[src/daq_pkg.sv]
// widths, register map, mode and chip-select codes, fsm state enums
package daq_pkg;

  //////////////////////////////////////////////////////////////////////
  // widths with a meaning
  typedef logic [31:0] reg_word_t;   // one spi register
  typedef logic [6:0]  reg_addr_t;
  typedef logic [2:0]  cs_vec_t;     // board chip-select vector
  typedef logic [2:0]  mode_t;       // operating mode in cr[2:0]
  typedef logic [5:0]  seq_entry_t;  // {pc_sw[1:0], azmux[3:0]}
  typedef logic [2:0]  seq_idx_t;
  typedef logic [23:0] count_t;      // clk counts
  typedef logic [25:0] out_vec_t;    // muxed board pins

  // chip-select codes
  localparam cs_vec_t CS_DEASSERT   = 3'd0;
  localparam cs_vec_t CS_FPGA0      = 3'd1;  // our own register set
  localparam cs_vec_t CS_4094       = 3'd2;
  localparam cs_vec_t CS_INVERT_DAC = 3'd3;
  localparam cs_vec_t CS_MDAC1      = 3'd4;

  // operating modes, everything else drives zeros
  localparam mode_t MODE_DIRECT  = 3'd0;
  localparam mode_t MODE_SA_MOCK = 3'd6;   // sequencer against mock adc

  //////////////////////////////////////////////////////////////////////
  // register map
  localparam reg_addr_t ADDR_CR           = 7'd0;   // mode in [2:0]
  localparam reg_addr_t ADDR_DIRECT       = 7'd1;
  localparam reg_addr_t ADDR_4094_OE      = 7'd2;
  localparam reg_addr_t ADDR_STATUS       = 7'd3;   // read only
  localparam reg_addr_t ADDR_SA_PRECHARGE = 7'd4;
  localparam reg_addr_t ADDR_SA_SEQ_N     = 7'd5;
  localparam reg_addr_t ADDR_SA_SEQ0      = 7'd6;
  localparam reg_addr_t ADDR_SA_SEQ1      = 7'd7;
  localparam reg_addr_t ADDR_SA_SEQ2      = 7'd8;
  localparam reg_addr_t ADDR_SA_SEQ3      = 7'd9;
  localparam reg_addr_t ADDR_ADC_APERTURE = 7'd10;

  localparam logic [7:0] STATUS_MAGIC = 8'hAA;
  localparam int         NUM_SEQ      = 4;     // programmable entries

  // fsm states
  typedef enum logic [1:0] {IDLE, PRECHARGE, MEASURE, ADVANCE} sa_state_t;
  typedef enum logic {ADDR, DATA} spi_state_t;

endpackage

[src/register_set.sv]
// oversampled spi slave with the writable and readable register file
`timescale 1ns/1ps

module register_set import daq_pkg::*; (
  input  logic      clk_i,
  input  logic      rst_i,
  input  logic      sck_i,
  input  logic      sdi_i,
  input  logic      sel_i,          // fpga selected, active high
  input  reg_word_t reg_status_i,
  output logic      sdo_o,
  output reg_word_t reg_cr_o,
  output reg_word_t reg_direct_o,
  output reg_word_t reg_4094_oe_o,
  output reg_word_t reg_sa_precharge_o,
  output reg_word_t reg_sa_seq_n_o,
  output reg_word_t reg_sa_seq0_o,
  output reg_word_t reg_sa_seq1_o,
  output reg_word_t reg_sa_seq2_o,
  output reg_word_t reg_sa_seq3_o,
  output reg_word_t reg_adc_aperture_o
);

  localparam logic [5:0] HDR_LAST   = 6'd7;    // flag + 7 addr bits
  localparam logic [5:0] FRAME_BITS = 6'd40;

  logic [2:0] sck_q;        // 2 sync flops + edge detect
  logic [1:0] sdi_q;
  logic [2:0] sel_q;
  logic       sck_rise;
  logic       sck_fall;
  logic       sdi_s;
  logic       sel_s;
  logic       sel_fall;     // end of frame

  spi_state_t spi_state;
  logic [5:0] bit_cnt;
  logic       hdr_done;
  logic       wr_flag;
  reg_addr_t  addr;
  reg_addr_t  hdr_addr;
  reg_word_t  in_sr;        // mosi shift
  reg_word_t  rd_sr;        // miso shift
  reg_word_t  rd_word;
  logic       sdo_q;

  //////////////////////////////////////////////////////////////////////
  // synchronizers
  always_ff @(posedge clk_i) begin
    if (rst_i) begin
      sck_q <= '0;
      sdi_q <= '0;
      sel_q <= '0;
    end else begin
      sck_q <= {sck_q[1:0], sck_i};
      sdi_q <= {sdi_q[0], sdi_i};
      sel_q <= {sel_q[1:0], sel_i};
    end
  end

  assign sck_rise = sck_q[1] & ~sck_q[2];
  assign sck_fall = ~sck_q[1] & sck_q[2];
  assign sdi_s    = sdi_q[1];
  assign sel_s    = sel_q[1];
  assign sel_fall = ~sel_q[1] & sel_q[2];

  // header complete on this sck edge
  assign hdr_done = sck_rise && (spi_state == ADDR) && (bit_cnt == HDR_LAST);
  assign hdr_addr = {in_sr[5:0], sdi_s};   // last addr bit arriving now

  // frame control, cleared whenever deselected
  always_ff @(posedge clk_i) begin
    if (rst_i || !sel_s) begin
      spi_state <= ADDR;
      bit_cnt   <= '0;
      sdo_q     <= 1'b0;
    end else begin
      if (sck_rise && bit_cnt != FRAME_BITS) bit_cnt <= bit_cnt + 6'd1;
      if (hdr_done) spi_state <= DATA;
      if (sck_fall && spi_state == DATA) sdo_q <= rd_sr[31];   // msb first
    end
  end

  // shift registers
  always_ff @(posedge clk_i) begin
    if (sck_rise && sel_s) in_sr <= {in_sr[30:0], sdi_s};
    if (hdr_done) begin
      wr_flag <= in_sr[6];
      addr    <= hdr_addr;
      rd_sr   <= rd_word;                          // snapshot for read
    end else if (sck_fall && sel_s && spi_state == DATA) begin
      rd_sr <= {rd_sr[30:0], 1'b0};
    end
  end

  // read mux on the incoming address
  always_comb begin
    case (hdr_addr)
      ADDR_CR:           rd_word = reg_cr_o;
      ADDR_DIRECT:       rd_word = reg_direct_o;
      ADDR_4094_OE:      rd_word = reg_4094_oe_o;
      ADDR_STATUS:       rd_word = reg_status_i;
      ADDR_SA_PRECHARGE: rd_word = reg_sa_precharge_o;
      ADDR_SA_SEQ_N:     rd_word = reg_sa_seq_n_o;
      ADDR_SA_SEQ0:      rd_word = reg_sa_seq0_o;
      ADDR_SA_SEQ1:      rd_word = reg_sa_seq1_o;
      ADDR_SA_SEQ2:      rd_word = reg_sa_seq2_o;
      ADDR_SA_SEQ3:      rd_word = reg_sa_seq3_o;
      ADDR_ADC_APERTURE: rd_word = reg_adc_aperture_o;
      default:           rd_word = '0;             // unmapped reads as 0
    endcase
  end

  //////////////////////////////////////////////////////////////////////
  // commit on select release, full frames only
  always_ff @(posedge clk_i) begin
    if (rst_i) begin
      reg_cr_o           <= '0;
      reg_direct_o       <= '0;
      reg_4094_oe_o      <= '0;   // 4094 outputs disabled at start up
      reg_sa_precharge_o <= '0;
      reg_sa_seq_n_o     <= '0;
      reg_sa_seq0_o      <= '0;
      reg_sa_seq1_o      <= '0;
      reg_sa_seq2_o      <= '0;
      reg_sa_seq3_o      <= '0;
      reg_adc_aperture_o <= '0;
    end else if (sel_fall && bit_cnt == FRAME_BITS && wr_flag) begin
      case (addr)
        ADDR_CR:           reg_cr_o           <= in_sr;
        ADDR_DIRECT:       reg_direct_o       <= in_sr;
        ADDR_4094_OE:      reg_4094_oe_o      <= in_sr;
        ADDR_SA_PRECHARGE: reg_sa_precharge_o <= in_sr;
        ADDR_SA_SEQ_N:     reg_sa_seq_n_o     <= in_sr;
        ADDR_SA_SEQ0:      reg_sa_seq0_o      <= in_sr;
        ADDR_SA_SEQ1:      reg_sa_seq1_o      <= in_sr;
        ADDR_SA_SEQ2:      reg_sa_seq2_o      <= in_sr;
        ADDR_SA_SEQ3:      reg_sa_seq3_o      <= in_sr;
        ADDR_ADC_APERTURE: reg_adc_aperture_o <= in_sr;
        default: begin
        end                                        // status and holes
      endcase
    end
  end

  assign sdo_o = sdo_q & sel_i;   // quiet unless selected

endmodule

[src/sequence_acquisition.sv]
// sample-acquisition sequencer over the programmed azmux and precharge entries
`timescale 1ns/1ps

module sequence_acquisition import daq_pkg::*; #(
  parameter int COUNT_W = 24
) (
  input  logic       clk_i,
  input  logic       rst_i,
  input  logic       trig_i,               // level, low holds idle
  input  logic       adc_measure_valid_i,
  input  seq_idx_t   seq_n_i,
  input  seq_entry_t seq0_i,
  input  seq_entry_t seq1_i,
  input  seq_entry_t seq2_i,
  input  seq_entry_t seq3_i,
  input  count_t     precharge_i,
  output logic [1:0] pc_sw_o,
  output logic [3:0] azmux_o,
  output logic [3:0] leds_o,
  output logic [7:0] monitor_o,
  output logic       adc_reset_n_o,
  output seq_idx_t   sample_idx_last_o,
  output logic       first_last_o
);

  sa_state_t          sa_state;
  seq_idx_t           idx;          // current entry
  seq_idx_t           seq_n_eff;
  seq_idx_t           idx_next;
  logic [COUNT_W-1:0] pc_cnt;       // precharge down counter
  seq_entry_t         seq_tab [NUM_SEQ];
  seq_entry_t         entry;

  assign seq_tab[0] = seq0_i;
  assign seq_tab[1] = seq1_i;
  assign seq_tab[2] = seq2_i;
  assign seq_tab[3] = seq3_i;

  // 0 behaves as 1, clamp to the table size
  always_comb begin
    if (seq_n_i == '0) seq_n_eff = 3'd1;
    else if (seq_n_i > seq_idx_t'(NUM_SEQ)) seq_n_eff = seq_idx_t'(NUM_SEQ);
    else seq_n_eff = seq_n_i;
  end

  assign idx_next = (idx + 3'd1 >= seq_n_eff) ? '0 : idx + 3'd1;
  assign entry    = seq_tab[idx[$clog2(NUM_SEQ)-1:0]];

  //////////////////////////////////////////////////////////////////////
  // fsm
  always_ff @(posedge clk_i) begin
    if (rst_i || !trig_i) begin
      sa_state <= IDLE;
      idx      <= '0;
      pc_cnt   <= '0;
    end else begin
      case (sa_state)
        IDLE: begin
          sa_state <= PRECHARGE;
          pc_cnt   <= precharge_i[COUNT_W-1:0];
        end
        PRECHARGE: begin
          if (pc_cnt < COUNT_W'(2)) sa_state <= MEASURE;   // release adc
          else pc_cnt <= pc_cnt - 1'b1;
        end
        MEASURE: begin
          if (adc_measure_valid_i) begin
            idx      <= idx_next;
            sa_state <= ADVANCE;
          end
        end
        ADVANCE: begin               // one clk of adc reset between samples
          sa_state <= PRECHARGE;
          pc_cnt   <= precharge_i[COUNT_W-1:0];
        end
        default: sa_state <= IDLE;
      endcase
    end
  end

  // last completed sample, survives trig low for status readout
  always_ff @(posedge clk_i) begin
    if (rst_i) begin
      sample_idx_last_o <= '0;
      first_last_o      <= 1'b0;
    end else if (trig_i && sa_state == MEASURE && adc_measure_valid_i) begin
      sample_idx_last_o <= idx;
      first_last_o      <= (idx == '0);
    end
  end

  assign adc_reset_n_o = (sa_state == MEASURE);
  assign azmux_o       = trig_i ? entry[3:0] : 4'b0000;
  assign pc_sw_o       = trig_i ? entry[5:4] : 2'b00;
  assign leds_o        = {trig_i, idx};
  assign monitor_o     = {first_last_o, idx, trig_i, adc_reset_n_o, sa_state};

endmodule

[src/adc_mock.sv]
// mock adc timing the aperture and pulsing measure-valid
`timescale 1ns/1ps

module adc_mock import daq_pkg::*; #(
  parameter int COUNT_W = 24
) (
  input  logic       clk_i,
  input  logic       rst_i,
  input  logic       reset_n_i,        // from the sequencer
  input  count_t     aperture_i,
  output logic       measure_valid_o,
  output logic [7:0] monitor_o
);

  logic [COUNT_W-1:0] ap_cnt;          // clks integrated so far
  logic               done;            // holds until reset_n drops

  always_ff @(posedge clk_i) begin
    if (rst_i || !reset_n_i) begin
      ap_cnt          <= '0;
      done            <= 1'b0;
      measure_valid_o <= 1'b0;
    end else begin
      measure_valid_o <= 1'b0;         // single clk pulse
      if (!done) begin
        ap_cnt <= ap_cnt + 1'b1;
        if (ap_cnt + 1'b1 >= aperture_i[COUNT_W-1:0]) begin
          measure_valid_o <= 1'b1;
          done            <= 1'b1;
        end
      end
    end
  end

  // low count bits are enough to see it run on a scope
  assign monitor_o = {ap_cnt[4:0], done, measure_valid_o, reset_n_i};

endmodule

[src/mode_mux.sv]
// operating-mode selection of the board output pin vector
`timescale 1ns/1ps

module mode_mux import daq_pkg::*; (
  input  mode_t     mode_i,
  input  reg_word_t direct_i,     // direct register
  input  out_vec_t  sa_vec_i,     // sequencer with mock adc
  output out_vec_t  out_o
);

  // pin field map, lsb first
  //   leds        3:0
  //   monitor     11:4
  //   pc_sw       13:12
  //   azmux       17:14
  //   refmux      19:18
  //   rstmux      20
  //   sigmux      21
  //   cmpr latch  22
  //   interrupt   23
  //   spare       25:24

  always_comb begin
    case (mode_i)
      MODE_DIRECT:  out_o = direct_i[$bits(out_vec_t)-1:0];  // raw bit control
      MODE_SA_MOCK: out_o = sa_vec_i;
      default:      out_o = '0;                             // park everything low
    endcase
  end

endmodule

[src/top.sv]
// top level with chip-select decode, status word and the mode-muxed pins
`timescale 1ns/1ps

module top import daq_pkg::*; #(
  parameter int COUNT_W = 24
) (
  input  logic       CLK,
  input  logic       rst_i,
  input  logic       SCK,
  input  logic       SDI,
  output logic       SDO,
  input  cs_vec_t    spi_cs_vec,
  input  logic [3:0] hw_flags_i,
  input  logic       spi_glb_miso,
  input  logic       sa_trig_i,
  output logic [3:0] leds_o,
  output logic [7:0] monitor_o,
  output logic [1:0] pc_sw_o,
  output logic [3:0] azmux_o,
  output logic [1:0] adc_refmux_o,
  output logic       adc_sigmux_o,
  output logic       adc_rstmux_o,
  output logic       adc_cmpr_latch_ctl_o,
  output logic       spi_interrupt_ctl_o,
  output logic       spi_glb_mosi,
  output logic       spi_glb_clk,
  output logic       spi_4094_strobe_ctl,
  output logic       spi_4094_oe_ctl,
  output logic       spi_iso_cs,
  output logic       spi_iso_cs2,
  output logic       spi_invert_dac_data,
  output logic       spi_invert_dac_clk,
  output logic       spi_invert_dac_ss
);

  logic       sel_fpga;
  logic       rs_sdo;
  mode_t      mode;
  reg_word_t  reg_cr, reg_direct, reg_4094_oe, reg_status;
  reg_word_t  reg_sa_precharge, reg_sa_seq_n, reg_adc_aperture;
  reg_word_t  reg_sa_seq0, reg_sa_seq1, reg_sa_seq2, reg_sa_seq3;
  logic [1:0] sa_pc_sw;
  logic [3:0] sa_azmux;
  logic [3:0] sa_leds;
  logic [7:0] sa_monitor;
  logic       adc_reset_n;
  seq_idx_t   sa_idx_last;
  logic       sa_first_last;
  logic       mock_valid;
  logic [7:0] mock_monitor;
  out_vec_t   sa_vec;
  out_vec_t   pin_vec;

  //////////////////////////////////////////////////////////////////////
  // spi chip-select decode
  assign sel_fpga            = (spi_cs_vec == CS_FPGA0);
  assign spi_glb_clk         = sel_fpga ? 1'b1 : SCK;   // park high while we talk
  assign spi_glb_mosi        = sel_fpga ? 1'b1 : SDI;
  assign spi_invert_dac_data = spi_glb_mosi;
  assign spi_invert_dac_clk  = spi_glb_clk;
  assign spi_4094_strobe_ctl = (spi_cs_vec == CS_4094);          // active high
  assign spi_invert_dac_ss   = (spi_cs_vec != CS_INVERT_DAC);    // active low
  assign spi_iso_cs          = (spi_cs_vec != CS_MDAC1);         // active low
  assign spi_iso_cs2         = 1'b1;                             // spare select
  assign spi_4094_oe_ctl     = reg_4094_oe[0];

  // downstream devices answer on the shared miso
  assign SDO = rs_sdo | (spi_glb_miso & ~sel_fpga & (spi_cs_vec != CS_DEASSERT));

  assign mode = reg_cr[2:0];

  // readable status
  assign reg_status = {mock_monitor, 1'b0, reg_sa_seq_n[2:0], sa_first_last,
                       sa_idx_last, 4'b0000, hw_flags_i, STATUS_MAGIC};

  register_set u_register_set (
    .clk_i(CLK), .rst_i(rst_i), .sck_i(SCK), .sdi_i(SDI), .sel_i(sel_fpga),
    .reg_status_i(reg_status), .sdo_o(rs_sdo),
    .reg_cr_o(reg_cr), .reg_direct_o(reg_direct), .reg_4094_oe_o(reg_4094_oe),
    .reg_sa_precharge_o(reg_sa_precharge), .reg_sa_seq_n_o(reg_sa_seq_n),
    .reg_sa_seq0_o(reg_sa_seq0), .reg_sa_seq1_o(reg_sa_seq1),
    .reg_sa_seq2_o(reg_sa_seq2), .reg_sa_seq3_o(reg_sa_seq3),
    .reg_adc_aperture_o(reg_adc_aperture)
  );

  //////////////////////////////////////////////////////////////////////
  // sequencer and mock adc
  sequence_acquisition #(.COUNT_W(COUNT_W)) u_sequence_acquisition (
    .clk_i(CLK), .rst_i(rst_i), .trig_i(sa_trig_i),
    .adc_measure_valid_i(mock_valid), .seq_n_i(reg_sa_seq_n[2:0]),
    .seq0_i(reg_sa_seq0[5:0]), .seq1_i(reg_sa_seq1[5:0]),
    .seq2_i(reg_sa_seq2[5:0]), .seq3_i(reg_sa_seq3[5:0]),
    .precharge_i(reg_sa_precharge[23:0]),
    .pc_sw_o(sa_pc_sw), .azmux_o(sa_azmux), .leds_o(sa_leds), .monitor_o(sa_monitor),
    .adc_reset_n_o(adc_reset_n), .sample_idx_last_o(sa_idx_last),
    .first_last_o(sa_first_last)
  );

  adc_mock #(.COUNT_W(COUNT_W)) u_adc_mock (
    .clk_i(CLK), .rst_i(rst_i), .reset_n_i(adc_reset_n),
    .aperture_i(reg_adc_aperture[23:0]),
    .measure_valid_o(mock_valid), .monitor_o(mock_monitor)
  );

  // mode 6 pins, interrupt carries measure valid
  assign sa_vec = {2'b00, mock_valid, 1'b0, 1'b0, 1'b0, 2'b00,
                   sa_azmux, sa_pc_sw, sa_monitor, sa_leds};

  mode_mux u_mode_mux (
    .mode_i(mode), .direct_i(reg_direct), .sa_vec_i(sa_vec), .out_o(pin_vec)
  );

  assign {spi_interrupt_ctl_o, adc_cmpr_latch_ctl_o, adc_sigmux_o, adc_rstmux_o,
          adc_refmux_o, azmux_o, pc_sw_o, monitor_o, leds_o} = pin_vec[23:0];

endmodule

[config.mk]
export PLATFORM = sky130hd
export DESIGN_NAME = top
export DESIGN_NICKNAME = d
export VERILOG_FILES = /design/src/daq_pkg.sv /design/src/register_set.sv /design/src/sequence_acquisition.sv /design/src/adc_mock.sv /design/src/mode_mux.sv /design/src/top.sv
export SDC_FILE = /design/constraint.sdc
export NUM_CORES = 1
export LEC_CHECK = 0
export BUFFER_PORTS_ARGS = -buffer_cell sky130_fd_sc_hd__buf_2
export CORE_AREA = 10 10 308 310
export CTS_BUF_LIST = sky130_fd_sc_hd__clkbuf_16
export CTS_CLUSTER_DIAMETER = 80
export CTS_CLUSTER_SIZE = 30
export DETAILED_ROUTE_END_ITERATION = 10
export DIE_AREA = 0 0 318 320
export RECOVER_POWER = 25
export SYNTH_ARGS = -nofsm -noshare
export SYNTH_HDL_FRONTEND = slang
export SYNTH_SLANG_ARGS = --single-unit
[constraint.sdc]
create_clock -name CLK -period 3 [get_ports CLK]
set_input_delay 0.45 -clock CLK [delete_from_list [all_inputs] [get_ports CLK]]
set_output_delay 0.45 -clock CLK [all_outputs]
set_load 0.03 [all_outputs]
Word level (Yosys, flattened, before mapping)
Index checks and enable logic that the tools add are counted.

Add/sub/neg operators: 4. Magnitude comparators: 5. Equal/unequal tests: 33. Bitwise logic cells: 13. Reductions and logical operators: 41. Muxes and demuxes: 21.

Operators by type and width (count): $pmux 32 s11 (1); $pmux 24 s2 (2); $mux 32 (2); $eq 7x3->1 const B (8); $eq 7x4->1 const B (6); $reduce_and 2->1 (13); $add 24x1->24 const B (1); $ge 24x24->1 (1); $lt 24x2->1 const B (1); $mux 24 (1); $sub 24x1->24 const B (1); $eq 7x2->1 const B (3); $eq 7x1->1 const B (2); $logic_not 7->1 (2); $bmux 6 s2 (1); $mux 6 (2); $logic_and 1x1->1 (11); $logic_not 3->1 (3); $mux 3 (3); $add 6x1->6 const B (1); $and 1x1->1 (6); $eq 6x3->1 const B (1); $eq 6x6->1 const B (1); $mux 2 (3); 26 further kinds (41).

Input bits: 13. Output and inout port bits: 34. Flip-flop bits (word level): 467.

Depth between registers and ports, before layout
Depth in word-level cells: 6. Mapped depth: 13.

Cells and area by module
A second synthesis with hierarchy kept.

Cell total of the unflattened synthesis: 2489. Area, all modules: 22940.8 um^2.

Modules (own cells, without submodules): register_set (cells an instance 1809, area an instance 17718.2 um^2, instances 1, seq. area each 8888.5 um^2); sequence_acquisition (cells an instance 303, area an instance 2307.2 um^2, instances 1, seq. area each 660.6 um^2); adc_mock (cells an instance 271, area an instance 2119.5 um^2, instances 1, seq. area each 520.5 um^2); mode_mux (cells an instance 92, area an instance 706.9 um^2, instances 1, seq. area each 0.0 um^2); top (cells an instance 14, area an instance 88.8 um^2, instances 1, seq. area each 0.0 um^2).

Least setup slack after synthesis
OpenSTA, ideal clock, no wires.

Path type: register to register. Start point: register u_register_set.sck_q[1]. End point: register u_register_set.rd_sr[0], enable pin. Buffers on the path: 0. Arrival time: 2.771 ns. Stages on the path, launching flop included: 3. Path slack: -0.237 ns. Period minus slack after synthesis: 3.237 ns. Path through: dfxtp_1 -> nand3b_1 -> o21ai_0.

Word-level cells in the longest chain between the ends: 5.

Ends and longest elaborated chain: start, declared (line register_set.sv:27) `logic [2:0] sck_q;`; start signal, assigned (line register_set.sv:55) `sck_q <= {sck_q[1:0], sck_i};`; $not 1->1 (line register_set.sv:62) `assign sck_fall = ~sck_q[1] & sck_q[2];`; $and 1x1->1 (line register_set.sv:62); $logic_and 1x1->1 (2 in a row) (line register_set.sv:91) `end else if (sck_fall && sel_s && spi_state == DATA) begin`; $reduce_bool 2->1 (no source line) *; end signal, assigned (line register_set.sv:90) `rd_sr <= rd_word;`; end signal, assigned (line register_set.sv:92) `rd_sr <= {rd_sr[30:0], 1'b0};`; end, declared (line register_set.sv:43) `reg_word_t rd_sr;`.

Mark *: on every way between the ends. The rest lies on a longest branch, timed or not. A chain may end at the register's enable or synchronous reset.

Worst setup path after layout
Start point: register u_register_set.in_sr[3]. End point: register u_register_set.rd_sr[24], data pin.

Word-level cells in the longest chain between the ends: 3.

Ends and longest elaborated chain: start, declared (line register_set.sv:42) `reg_word_t in_sr;`; start signal, assigned (line register_set.sv:86) `if (sck_rise && sel_s) in_sr <= {in_sr[30:0], sdi_s};`; $eq 7x4->1, or another cell as far along (line register_set.sv:98) `case (hdr_addr)`; $pmux 32 s11 * (line register_set.sv:98); $mux 32 * (line register_set.sv:87) `if (hdr_done) begin`.

Marks and branches as above.

==> results.py <==
metrics = {
    "floorplan": {
        "io_pins": 47,
        "start_util": 0.250,
        "dieArea_sq_mm": 0.102,
        "die_x_um": 318,
        "fp.dieH_um": 320,
        "rows": 109,
        "core_sq_mm": 0.0882,
    },
    "routing": {
        "wirelength_met1_mm": 33.2,
        "dr.pass1.iters": 5,
        "met2RoutedLength_mm": 33.8,
        "drcViolationCount": 0,
        "wl_per_cell_um": 21.3,
        "wl_met3_mm": 5.72,
        "drt-total-wl_mm": 75.2,
        "top_layer_used": "met5",
        "vias": 18200,
        "ant_nets": 0,
        "drtIter0Drc": 2068,
        "vias_per_cell": 5.15,
    },
    "cts": {
        "cts_setup_buffers": 0,
        "ctsRootBufferMaster": "clkbuf_16",
        "cts_sinks": 467,
        "clk_pin_slew_ns": 0.11,
        "cts_tree": "done",
        "insertion_delay_ns": 0.61,
        "clock_path_buffers": 3,
        "htreeDepth": 1,
        "cts_made_buffers": 26,
        "cts_hold_buf": 0,
    },
    "synthesis": {
        "synth_top_area_frac": 0.359,
        "async_flop_share": 0,
        "synth_compound_area_frac": 0.124,
        "syn_avg_cell_area_sq_um": 9.30,
        "synth_largest_area_cell": "dfxtp_1",
        "synth_mux_area_frac": 0.168,
        "ys_seq_elements": 467,
        "synth_top_family_by_area": "multiplexers",
        "yosys_warnings": 0,
        "synth-edff-count": 72,
        "synthXorXnorAreaFrac": 0.0183,
        "synth_area_sq_mm": 0.0220,
        "synthAdderAreaFrac": 0.0205,
        "ys_seq_area_frac": 0.457,
        "syn_nets": 2417,
        "yosys.area_share.simple": 0.166,
        "synth_cells": 2368,
        "ys_types": 75,
        "synth_top_flop_cell": "dfxtp_1",
        "synth_area_leaders": "dfxtp_1, mux2i_1, edfxtp_1",
    },
    "timing": {
        "hold_viol_final": 0,
        "max_freq_mhz": 355,
        "layout_setup_ws_ns": 0.180,
        "grt_setup_unrepaired": "false",
        "relSlewSlack": -0.131,
        "period_share": 0.940,
        "setup_tns_ns": 0,
        "tightest_slew_ns": 1.70,
        "final-max-slew-violation-count": 42,
        "finalClockSkew_ns": 0.0258,
        "setup_viol": 0,
        "fin_crit_ns": 2.82,
    },
    "final_layout": {
        "multi_input_area_sq_mm": 0.0111,
        "layout.nets": 2393,
        "nFillCells": 9264,
        "drive_gt1_frac": 0.106,
        "final_cell_mix": "dfxtp_1, nor2_1, mux2i_1, nand2_1, a21oi_1",
        "seq_area_sq_mm": 0.0101,
        "area.growth.synth_to_final_pct": 13.3,
        "fin_cells": 3530,
        "layout_commonest_cell": "dfxtp_1",
    },
    "critical_path": {
        "crit_arrival_ns": 3.30,
        "path_class": "reg2reg",
        "end_kind": "flip-flop",
        "slowest_stage": "nor4_1",
        "required_ns": 3.48,
        "setup.worst_path.start_class": "flip-flop",
        "cp.buffers_inverters": 1,
        "cpPeakStageDelay_ns": 0.76,
        "cp_top_family": "simple AND/OR/NAND/NOR gates",
        "critPathMaxFanout": 10,
        "crit_chain": "clkbuf_1 -> nor4_1 -> nand2_1 -> o22ai_1 -> a221o_1 -> a221o_1",
        "cp_common_cell": "a221o_1",
    },
    "global_routing": {
        "grt_overflow": 0,
        "track_usage": 0.140,
        "grt_start_max_net_pins": 140,
        "antenna_found_initial": 4,
        "grt_pass1_vias": 16900,
        "grt_first_pass_wirelength_mm": 112,
    },
    "place": {
        "pre_cts_ws_ns": 0.118,
        "gp_congestion": 0.888,
        "post-dp-hpwl_mm": 50.4,
        "dp_cells": 3481,
        "portBuffers": 45,
    },
    "power_and_ir_drop": {
        "peakVddDrop_mv": 0.356,
        "leakage_nw": 8.02,
        "p_int_mw": 8.52,
        "power.switching_mw": 3.10,
        "swShare": 0.267,
        "p_comb_frac": 0.067,
        "pwr-share-clk": 0.382,
        "p_seq_frac": 0.551,
        "p_per_area_mw_per_mm2": 466,
    },
    "outcome": {
        "outcome": "finished with violations",
        "violations": "max-capacitance violations, max-slew violations",
    },
    "hold_path": {
        "hold_path_class": "in2reg",
    },
    "run": {
        "cap_violations": 2,
    },
}
registers in the layout (all words and copies together), names as in the netlist, 24 cells and up:
name	flops
u_register_set.reg_sa_precharge_o	32
u_register_set.reg_sa_seq0_o	32
u_register_set.reg_sa_seq3_o	32
u_register_set.reg_sa_seq_n_o	32
u_register_set.reg_direct_o	32
u_register_set.reg_cr_o	32
u_register_set.reg_4094_oe_o	32
u_sequence_acquisition.pc_cnt	24
u_register_set.reg_sa_seq1_o	32
u_register_set.reg_adc_aperture_o	32
u_register_set.rd_sr	32
u_register_set.reg_sa_seq2_o	32
u_register_set.in_sr	32
u_adc_mock.ap_cnt	24
power groups by stage:
stage | combinational (mW) | sequential (mW) | clock [mW]
after global routing | 0.852 | 6.41 | 4.74
final | 0.781 | 6.41 | 4.44
after detailed placement | 0.768 | 6.55 | 0
after CTS | 0.771 | 6.40 | 4.53
after global placement | 0.770 | 6.55 | 0
after floorplan | 0.546 | 6.52 | 0
cells in the mapped netlist, types with 19 or more instances:
cell type	count
nor2_1	371
inv_1	51
o21ai_0	70
nand4_1	19
a22o_1	23
a221oi_1	21
xor2_1	20
ha_1	36
xnor2_1	26
edfxtp_1	72
buf_2	27
dfxtp_1	395
mux2_2	22
a21oi_1	97
a22oi_1	43
nor3_1	35
nor2b_1	22
mux2i_1	329
a31oi_1	19
clkbuf_1	160
nor4_1	25
nand3_1	52
nand2_1	185
final cells by class:
type,instances,share of cell area
multi-input combinational,1646,0.443
sequential,467,0.404
tap,1165,0.0585
antenna,1,0.000100
clock inverter,21,0.0118
timing repair buffer,151,0.0474
inverter,52,0.00783
clock buffer,27,0.0271
per-layer routing:
layer / global-route usage / vias up
met4: 0.0498 / 4
met1: 0.191 / 8934
met3: 0.0182 / 124
met2: 0.223 / 771
li1: - / 8362
met5: 0 / -
path summary, 6_finish.rpt:
check	start	endpoint	cells after the start	slack, ns
setup / recovery	u_register_set.in_sr[3]	u_register_set.rd_sr[24]	6	0.18
hold / removal	SCK	u_register_set.sck_q[0]	2	0.08
setup reg to reg	u_register_set.in_sr[3]	u_register_set.rd_sr[24]	6	0.18
hold reg to reg	u_register_set.sdi_q[0]	u_register_set.sdi_q[1]	1	0.45
through the flow:
step	hold slack, ns	cell area, sq um	utilization	power, mW
floorplan	0.414	22000	-	7.07
global route	0.109	24900	0.283	12.0
global placement	0.434	24000	0.272	7.32
detailed placement	0.443	24000	0.272	7.32
finish	0.0813	24900	0.283	11.6
CTS	0.0642	25000	0.283	11.7
cells by family after synthesis:
group / after synthesis
flops: 467
fa+ha+maj: 36
buf+inv: 255
other cells: 1
simple gates: 806
mux: 358
compound gates: 399
xor+xnor: 46
timing repair:
action                                  in CTS  in global routing
gates resized for setup                      0                  5
hold endpoints to repair                     0                  0
endpoints found under the setup margin       0                  2
Power figures use the tool's default switching activity.
